<file path="src/rtl/scara_config.svh">
// Word layout, command codes and step timing shared by the SCARA link RTL; include before use
`ifndef SCARA_CONFIG_SVH
`define SCARA_CONFIG_SVH

// ============================================================================
// FIFO word layout
// ============================================================================

// Width of one FIFO word in either direction
`define SCARA_WORD_W 32
// Command code in the low bits
`define SCARA_CMD_W 4
// x argument above the command, y argument on top
`define SCARA_ARG_W 14
// Step count in the low argument bits
// Top argument bit selects direction
`define SCARA_STEPS_W 13

// ============================================================================
// Command codes and step timing
// ============================================================================

// Only this code starts motion, everything else is just echoed
`define SCARA_CMD_MOVE 1
// Cycles the step output stays high
`define SCARA_STEP_HIGH 4
// Cycles from one step rise to the next
`define SCARA_STEP_PERIOD 10

`endif

</file>
<file path="src/rtl/scara_pkg.sv">
// Types for the SCARA command link; import into modules that carry or decode command words
`include "scara_config.svh"

package scara_pkg;

	// ========================================================================
	// Command word
	// ========================================================================

	// Field view of one word
	// Declared MSB first so the command lands in the low bits
	typedef struct packed {
		logic [`SCARA_ARG_W-1:0] y;
		logic [`SCARA_ARG_W-1:0] x;
		logic [`SCARA_CMD_W-1:0] cmd;
	} cmd_fields_t;

	// Same word seen two ways
	// Raw view goes back to the host, field view is decoded
	typedef union packed {
		logic [`SCARA_WORD_W-1:0] raw;
		cmd_fields_t              f;
	} cmd_word_u;

	// ========================================================================
	// Inbound FIFO read sequence
	// ========================================================================

	// Await, delay-read, read, delay-await
	typedef enum logic [1:0] {
		RD_AWAIT,
		RD_DELAY_READ,
		RD_READ,
		RD_DELAY_AWAIT
	} rd_state_e;

endpackage

</file>
<file path="src/rtl/joint_move_if.sv">
// One move request from the dispatcher to a stepper joint, with the joint's done level back
`timescale 1ns/1ps
`include "scara_config.svh"

interface joint_move_if;

	// One-cycle pulse that launches a move
	logic start;
	// Direction, valid with start
	logic dir;
	// Number of step pulses, valid with start
	logic [`SCARA_STEPS_W-1:0] steps;
	// High while the joint is idle
	logic done;

	// Command side
	modport dispatcher (
		output start,
		output dir,
		output steps,
		input  done
	);

	// Stepper side
	modport joint (
		input  start,
		input  dir,
		input  steps,
		output done
	);

endinterface

</file>
<file path="src/rtl/command_dispatch.sv">
// Decodes accepted command words and launches both stepper joints on a move command
`timescale 1ns/1ps
`include "scara_config.svh"

module command_dispatch import scara_pkg::*; (
	input  logic             CLOCK_50,
	input  logic             rst_n,
	// Accepted word from the read FSM
	input  cmd_word_u        word,
	input  logic             word_valid,
	// Low while a move is pending or running
	output logic             motion_ready,
	// Joint requests
	joint_move_if.dispatcher j1,
	joint_move_if.dispatcher j2
);

	localparam logic [`SCARA_CMD_W-1:0] CMD_MOVE = `SCARA_CMD_MOVE;

	// Decoded fields of the last accepted word
	cmd_fields_t fields_q;
	// Word arrived last cycle
	logic        loaded_q;
	logic        move_start;

	// ========================================================================
	// Field capture
	// ========================================================================

	always_ff @(posedge CLOCK_50) begin
		if (word_valid) begin
			fields_q <= word.f;
		end
	end

	always_ff @(posedge CLOCK_50) begin
		if (!rst_n) begin
			loaded_q <= 1'b0;
		end else begin
			loaded_q <= word_valid;
		end
	end

	// ========================================================================
	// Joint launch
	// ========================================================================

	// Start both joints the cycle after a move word
	assign move_start = loaded_q && (fields_q.cmd == CMD_MOVE);

	// x drives joint 1
	assign j1.start = move_start;
	assign j1.dir   = fields_q.x[`SCARA_ARG_W-1];
	assign j1.steps = fields_q.x[`SCARA_STEPS_W-1:0];

	// y drives joint 2
	assign j2.start = move_start;
	assign j2.dir   = fields_q.y[`SCARA_ARG_W-1];
	assign j2.steps = fields_q.y[`SCARA_STEPS_W-1:0];

	// Covers the start cycle before the joints drop done
	assign motion_ready = !move_start && j1.done && j2.done;

	// ========================================================================
	// Checks
	// ========================================================================

	// Read FSM must wait out a running move
	a_no_word_while_busy: assert property (
		@(posedge CLOCK_50) disable iff (!rst_n)
		word_valid |-> motion_ready
	) else $error("command word accepted while motion busy");

endmodule

</file>
<file path="src/rtl/echo_writer.sv">
// Echoes every accepted command word into the FPGA-to-HPS FIFO, waiting while that FIFO is full
`timescale 1ns/1ps
`include "scara_config.svh"

module echo_writer import scara_pkg::*; (
	input  logic                     CLOCK_50,
	input  logic                     rst_n,
	// Accepted word from the read FSM
	input  cmd_word_u                word,
	input  logic                     word_valid,
	// Outbound FIFO
	input  logic                     tx_full,
	output logic [`SCARA_WORD_W-1:0] tx_data,
	output logic                     tx_write,
	// Echo still waiting for room
	output logic                     echo_busy
);

	// One-word holding buffer
	logic [`SCARA_WORD_W-1:0] echo_q;
	logic                     pending_q;

	// Raw view only, no decode here
	always_ff @(posedge CLOCK_50) begin
		if (word_valid) begin
			echo_q <= word.raw;
		end
	end

	always_ff @(posedge CLOCK_50) begin
		if (!rst_n) begin
			pending_q <= 1'b0;
		end else if (word_valid) begin
			pending_q <= 1'b1;
		end else if (tx_write) begin
			pending_q <= 1'b0;
		end
	end

	// Write goes out in the first cycle with room
	assign tx_write  = pending_q && !tx_full;
	assign tx_data   = echo_q;
	// Busy drops together with the write pulse
	assign echo_busy = pending_q && !tx_write;

	// ========================================================================
	// Checks
	// ========================================================================

	a_no_write_when_full: assert property (
		@(posedge CLOCK_50) disable iff (!rst_n)
		tx_write |-> !tx_full
	) else $error("tx_write while outbound FIFO full");

	// Read FSM never overruns the one-word buffer
	a_no_overrun: assert property (
		@(posedge CLOCK_50) disable iff (!rst_n)
		word_valid |-> !pending_q
	) else $error("new word arrived before the previous echo was written");

endmodule

</file>
<file path="src/rtl/fifo_read_fsm.sv">
// Pulls command words from the HPS-to-FPGA FIFO and hands each one to the dispatcher and echo path
`timescale 1ns/1ps
`include "scara_config.svh"

module fifo_read_fsm import scara_pkg::*; (
	input  logic      CLOCK_50,
	input  logic      rst_n,
	// Inbound FIFO
	input  logic      rx_empty,
	input  cmd_word_u rx_data,
	output logic      rx_read,
	// Back-pressure from both consumers
	input  logic      motion_ready,
	input  logic      echo_busy,
	// Accepted word
	output cmd_word_u word,
	output logic      word_valid
);

	rd_state_e state;
	// Word may leave the read state this cycle
	logic      take;

	// Both consumers must be free before a word is handed on
	assign take = (state == RD_READ) && motion_ready && !echo_busy;

	// ========================================================================
	// Read sequence
	// ========================================================================

	always_ff @(posedge CLOCK_50) begin
		if (!rst_n) begin
			state      <= RD_AWAIT;
			rx_read    <= 1'b0;
			word_valid <= 1'b0;
		end else begin
			// Strobes default low
			rx_read    <= 1'b0;
			word_valid <= 1'b0;
			case (state)
				RD_AWAIT: begin
					// Single read strobe as soon as data shows up
					if (!rx_empty) begin
						rx_read <= 1'b1;
						state   <= RD_DELAY_READ;
					end
				end
				RD_DELAY_READ: begin
					// FIFO needs a cycle to present the word
					state <= RD_READ;
				end
				RD_READ: begin
					// Hold the fetched word until both sides can take it
					if (take) begin
						word_valid <= 1'b1;
						state      <= RD_DELAY_AWAIT;
					end
				end
				RD_DELAY_AWAIT: begin
					state <= RD_AWAIT;
				end
				default: begin
					state <= RD_AWAIT;
				end
			endcase
		end
	end

	// Word register, loaded alongside the valid pulse
	always_ff @(posedge CLOCK_50) begin
		if (take) begin
			word <= rx_data;
		end
	end

	// ========================================================================
	// Checks
	// ========================================================================

	// Read strobe is a single-cycle pulse
	a_read_single: assert property (
		@(posedge CLOCK_50) disable iff (!rst_n)
		rx_read |=> !rx_read
	) else $error("rx_read held high for two cycles");

endmodule

</file>
<file path="src/rtl/scara_link_top.sv">
// SCARA command link top level; connects the HPS FIFO ports and both stepper joints
`timescale 1ns/1ps
`include "scara_config.svh"

module scara_link_top import scara_pkg::*; (
	input  logic                     CLOCK_50,
	input  logic                     rst_n,
	// HPS-to-FPGA FIFO read side
	input  logic [`SCARA_WORD_W-1:0] rx_data,
	input  logic                     rx_empty,
	output logic                     rx_read,
	// FPGA-to-HPS FIFO write side
	output logic [`SCARA_WORD_W-1:0] tx_data,
	output logic                     tx_write,
	input  logic                     tx_full,
	// Stepper driver pins
	output logic                     step1,
	output logic                     dir1,
	output logic                     step2,
	output logic                     dir2
);

	// Accepted word and its strobe
	cmd_word_u word;
	logic      word_valid;
	// Back-pressure into the read FSM
	logic      motion_ready;
	logic      echo_busy;

	// One move link per joint
	joint_move_if j1_if ();
	joint_move_if j2_if ();

	// ========================================================================
	// Command path
	// ========================================================================

	fifo_read_fsm u_read (
		.CLOCK_50     (CLOCK_50),
		.rst_n        (rst_n),
		.rx_empty     (rx_empty),
		.rx_data      (rx_data),
		.rx_read      (rx_read),
		.motion_ready (motion_ready),
		.echo_busy    (echo_busy),
		.word         (word),
		.word_valid   (word_valid)
	);

	command_dispatch u_dispatch (
		.CLOCK_50     (CLOCK_50),
		.rst_n        (rst_n),
		.word         (word),
		.word_valid   (word_valid),
		.motion_ready (motion_ready),
		.j1           (j1_if.dispatcher),
		.j2           (j2_if.dispatcher)
	);

	echo_writer u_echo (
		.CLOCK_50   (CLOCK_50),
		.rst_n      (rst_n),
		.word       (word),
		.word_valid (word_valid),
		.tx_full    (tx_full),
		.tx_data    (tx_data),
		.tx_write   (tx_write),
		.echo_busy  (echo_busy)
	);

	// ========================================================================
	// Stepper joints
	// ========================================================================

	step_pulse_gen joint1 (
		.CLOCK_50 (CLOCK_50),
		.rst_n    (rst_n),
		.mv       (j1_if.joint),
		.step     (step1),
		.dir      (dir1)
	);

	step_pulse_gen joint2 (
		.CLOCK_50 (CLOCK_50),
		.rst_n    (rst_n),
		.mv       (j2_if.joint),
		.step     (step2),
		.dir      (dir2)
	);

endmodule

</file>
<file path="src/rtl/step_pulse_gen.sv">
// Step and direction pulse generator for one stepper joint, started by a move request
`timescale 1ns/1ps
`include "scara_config.svh"

module step_pulse_gen (
	input  logic        CLOCK_50,
	input  logic        rst_n,
	// Move request and done level
	joint_move_if.joint mv,
	// Driver pins
	output logic        step,
	output logic        dir
);

	localparam int TIMER_W = $clog2(`SCARA_STEP_PERIOD);
	// Last tick of a step period
	localparam logic [TIMER_W-1:0] LAST_TICK = TIMER_W'(`SCARA_STEP_PERIOD - 1);
	// Last tick with the step output high
	localparam logic [TIMER_W-1:0] HIGH_END = TIMER_W'(`SCARA_STEP_HIGH - 1);

	// Steps still to finish, including the current one
	logic [`SCARA_STEPS_W-1:0] steps_left;
	// Position inside the current period
	logic [TIMER_W-1:0]        tick;
	logic                      done_q;
	logic                      step_q;
	logic                      dir_q;
	logic                      last_step;

	assign last_step = (steps_left == `SCARA_STEPS_W'(1));

	// ========================================================================
	// Step counter and period timer
	// ========================================================================

	always_ff @(posedge CLOCK_50) begin
		if (!rst_n) begin
			done_q     <= 1'b1;
			step_q     <= 1'b0;
			dir_q      <= 1'b0;
			steps_left <= '0;
			tick       <= '0;
		end else if (mv.start) begin
			// Direction latched on every start
			dir_q      <= mv.dir;
			steps_left <= mv.steps;
			tick       <= '0;
			// Zero count leaves the joint idle
			if (mv.steps != '0) begin
				done_q <= 1'b0;
				step_q <= 1'b1;
			end
		end else if (!done_q) begin
			if (tick == LAST_TICK) begin
				// Period over
				tick       <= '0;
				steps_left <= steps_left - 1'b1;
				if (last_step) begin
					done_q <= 1'b1;
				end else begin
					// Next pulse rises right away
					step_q <= 1'b1;
				end
			end else begin
				tick <= tick + 1'b1;
				// End of the high part
				if (tick == HIGH_END) begin
					step_q <= 1'b0;
				end
			end
		end
	end

	assign mv.done = done_q;
	assign step    = step_q;
	assign dir     = dir_q;

	// ========================================================================
	// Checks
	// ========================================================================

	// Dispatcher only starts an idle joint
	a_start_when_idle: assert property (
		@(posedge CLOCK_50) disable iff (!rst_n)
		mv.start |-> mv.done
	) else $error("joint started while a move is still running");

endmodule

</file>
<file path="config.mk">
export PLATFORM = sky130hd
export DESIGN_NAME = scara_link_top
export DESIGN_NICKNAME = d
export VERILOG_FILES = /design/src/rtl/scara_pkg.sv /design/src/rtl/joint_move_if.sv /design/src/rtl/command_dispatch.sv /design/src/rtl/echo_writer.sv /design/src/rtl/fifo_read_fsm.sv /design/src/rtl/scara_link_top.sv /design/src/rtl/step_pulse_gen.sv
export VERILOG_INCLUDE_DIRS = /design/src /design/src/rtl
export SDC_FILE = /design/constraint.sdc
export NUM_CORES = 1
export LEC_CHECK = 0
export BUFFER_PORTS_ARGS = -buffer_cell sky130_fd_sc_hd__buf_2
export CAP_MARGIN = 30
export CORE_ASPECT_RATIO = 0.8
export CORE_MARGIN = 4
export CORE_UTILIZATION = 46
export DETAILED_ROUTE_END_ITERATION = 8
export GPL_TIMING_DRIVEN = 0
export MAX_ROUTING_LAYER = met4
export PLACE_DENSITY = 0.78
export SLEW_MARGIN = 25
export SYNTH_ARGS = -nofsm -noshare
export SYNTH_HDL_FRONTEND = slang
export SYNTH_HIERARCHICAL = 1
export SYNTH_SLANG_ARGS = --single-unit
</file>
<file path="constraint.sdc">
create_clock -name CLOCK_50 -period 3.15 [get_ports CLOCK_50]
set_input_delay 0.315 -clock CLOCK_50 [delete_from_list [all_inputs] [get_ports CLOCK_50]]
set_output_delay 0.315 -clock CLOCK_50 [all_outputs]
set_load 0.05 [all_outputs]
</file>
==> out/metrics.yaml <==
sta:
  setup_ws_ns: 1.081
  hold_viol_final: 0
  setup_tns_ns: 0
  finalCritPeriodShare_pct: 65.67
  tightestPinTransition_ns: 0.6770
  slew_violations: 0
  skew_ns: 0.009348
  max_freq_ghz: 0.4834
  period_needed_ns: 2.069
  holdWs_ns: 0.06981
  rsz0062_at_grt: "false"
  setup_viol: 0
  maxSlewHeadroom_pct: 54.45
logic_synthesis:
  synthArstFlopShare_pct: 0
  ys_types: 44
  yosysSeqAreaShare_pct: 69.31
  synth_area_sq_um: 5488
  yosysWarnings: 6
  synthMuxAreaShare_pct: 0.5472
  syn_nets: 445
  synth_top_family_by_area: "simple AND/OR/NAND/NOR gates"
  synth_seq_cells: 142
  synth_edf_count: 96
  synth_compound_area_share_pct: 6.544
  synth-adder-area-share_pct: 1.368
  syn_avg_cell_area_sq_um: 13.62
  synth_cells: 403
  yosys.area_share.simple_pct: 12.77
  synth_xor_area_share_pct: 4.469
  synthFlopType: "edfxtp_1"
power_and_ir_drop:
  leakagePower_uw: 0.002498
  seqPwrFrac_pct: 50.2
  powerDensity_nw_per_um2: 718.3
  vdd_drop_max_mv: 0.5035
  switching_share_pct: 26.90
  switchingPower_uw: 1285
  power_frac_clock_pct: 38.7
  p_total_uw: 4775
  p_comb_share_pct: 11.1
  internal_power_uw: 3490
clock_tree:
  root_buffer: "clkbuf_16"
  cts_buffers: 17
  htreeDepth: 4
  cts_buffer_depth: 2
  post_cts_buffers: 0
  postCtsHoldBufs: 0
  clock_latency_ns: 0.42
  cts_resized: 0
  clk_pin_slew_ns: 0.06
  clock-sinks: 142
  tritoncts: "built"
floorplanning:
  start_util_pct: 47.29
  io_pins: 74
  die_w_um: 130.1
  num_rows: 35
  die_area_sq_um: 13750
  design.core.area_sq_um: 11600
  chipHeight_um: 105.7
setup_path:
  cp.required_ns: 3.43
  critPathMaxFanout: 10
  start_kind: "flop"
  critPathCaptureType: "flop"
  critPathArrivalTime_ns: 2.35
  worstSetupPathType: "flop to flop"
run:
  cap_violations: 0
placed_design:
  port_buffers: 73
  place.gp.congestion: 0.8828
  hpwl_um: 6846
  place_ws_ns: 1.097
min_path:
  hp-class: "input pin to flop"
global_routing:
  grt_pass1_vias: 3448
  antenna_found_initial: 0
  grt-ovfl-total: 0
  grt_first_pass_wirelength_um: 16650
  grt_max_degree: 35
  grt_usage_pct: 16.21
route:
  via_per_inst: 5.033
  drtIter0Drc: 231
  routed_wl_um: 10020
  drt-pass1-iter-count: 5
  ant_nets: 0
  drc_errors: 0
  dr_total_vias: 3312
  wl_per_cell_um: 15.22
layout:
  antenna_cells: 0
  fin_nets: 539
  multi_input_area_sq_um: 1418
  regArea_sq_um: 3807
  drive_above_1_share_pct: 29.61
  utilization_pct: 57.28
  n_fill_cell: 882
  syn_to_final_growth_pct: 21.14
status:
  status: "finished, final reports clean"
-- stage by stage --
stage	std cells	instance area, sq um
after floorplan	403	5488
after global placement	624	6038
after detailed placement	626	6097
after CTS	658	6648
after global routing	658	6648
final	658	6648
-- flip-flops by register name, summed over array words and instances (netlist names), 13 cells and up --
name	flops
joint2/steps_left	13
u_echo/tx_data	32
u_dispatch/j1.steps	13
u_read/word	32
joint1/steps_left	13
u_dispatch/j2.steps	13
-- synth_stat cells, types with 9 or more instances --
| cell type | n | area [sq um] |
|---|---|---|
| clkbuf_1 | 10 | 37.54 |
| nand2_1 | 23 | 86.33 |
| inv_1 | 9 | 33.78 |
| a21oi_1 | 24 | 120.1 |
| nor2_1 | 16 | 60.06 |
| nor3_1 | 11 | 55.05 |
| edfxtp_1 | 96 | 2883 |
| xnor2_1 | 14 | 122.6 |
| dfxtp_1 | 46 | 920.9 |
| xor2_1 | 14 | 122.6 |
| o21ai_0 | 24 | 120.1 |
| buf_4 | 27 | 202.7 |
-- worst paths after layout --
path	startpoint	to	slack [ns]	cells past startpoint
worst max-delay path	u_dispatch/fields_q[1]	joint2/steps_left[10]	1.08	8
worst min-delay path	rx_data[13]	u_read/word[13]	0.07	1
worst max register to register	u_dispatch/fields_q[1]	joint2/steps_left[10]	1.08	8
worst min register to register	u_read/word[18]	u_echo/tx_data[18]	0.44	0
-- worst max-delay path, cell delays in order, from the launching register on --
cell	delay (ns)
edfxtp_1	0.35
nand3b_4	0.18
nor3_1	0.22
buf_4	0.15
clkbuf_1	0.30
inv_1	0.19
clkbuf_1	0.24
o21ai_0	0.25
a21oi_1	0.06
-- power groups by stage --
stage          clock network [uW]  registers (uW)  logic [uW]
4_1_cts                      1890            2400         539
3_5_place_dp                    0            2440         538
5_1_grt                      1970            2420         569
6_report                     1850            2400         530
2_1_floorplan                   0            2590         180
3_3_place_gp                    0            2470         444
-- cell usage in the layout, fill, tap and decap left out, types with 6 or more instances in the layout --
cell / instances
clkbuf_1: 10
nor2b_1: 6
buf_2: 73
edfxtp_1: 96
nand2_1: 23
clkbuf_16: 17
nor4_1: 8
inv_6: 7
xnor2_1: 14
xor2_1: 14
buf_4: 27
nor2_1: 15
a21oi_1: 24
nor3_1: 11
inv_1: 9
ha_1: 6
dfxtp_1: 45
nand3_1: 8
o21ai_0: 24
-- kinds of logic (layout without fill, tap and decap cells) --
kind of cell    count (synthesis)  in the layout
compound gates                 62             62
flops                         142            142
fa+ha+maj                       6              6
xor+xnor                       28             28
mux                             3              3
simple gates                  116            116
buf+inv                        46            153
-- metal layers --
| metal | wire, um | track usage (%) | vias up |
|---|---|---|---|
| met5 | 0 | - | - |
| met4 | 125 | 6.009 | 0 |
| met3 | 611 | 4.863 | 11 |
| met2 | 4761 | 24.71 | 88 |
| met1 | 4520 | 20.51 | 1586 |
| li1 | - | - | 1627 |
-- cell type report --
cell class / instances / share of cell area [%]
Multi-Input combinational cell: 215 / 21.33
Buffer: 37 / 3.614
Clock buffer: 17 / 6.399
Timing Repair Buffer: 75 / 6.211
Inverter: 9 / 0.5082
Sequential cell: 142 / 57.27
Tap cell: 148 / 2.786
Clock inverter: 15 / 1.882
Note: power is estimated with default switching activity, not from simulation.
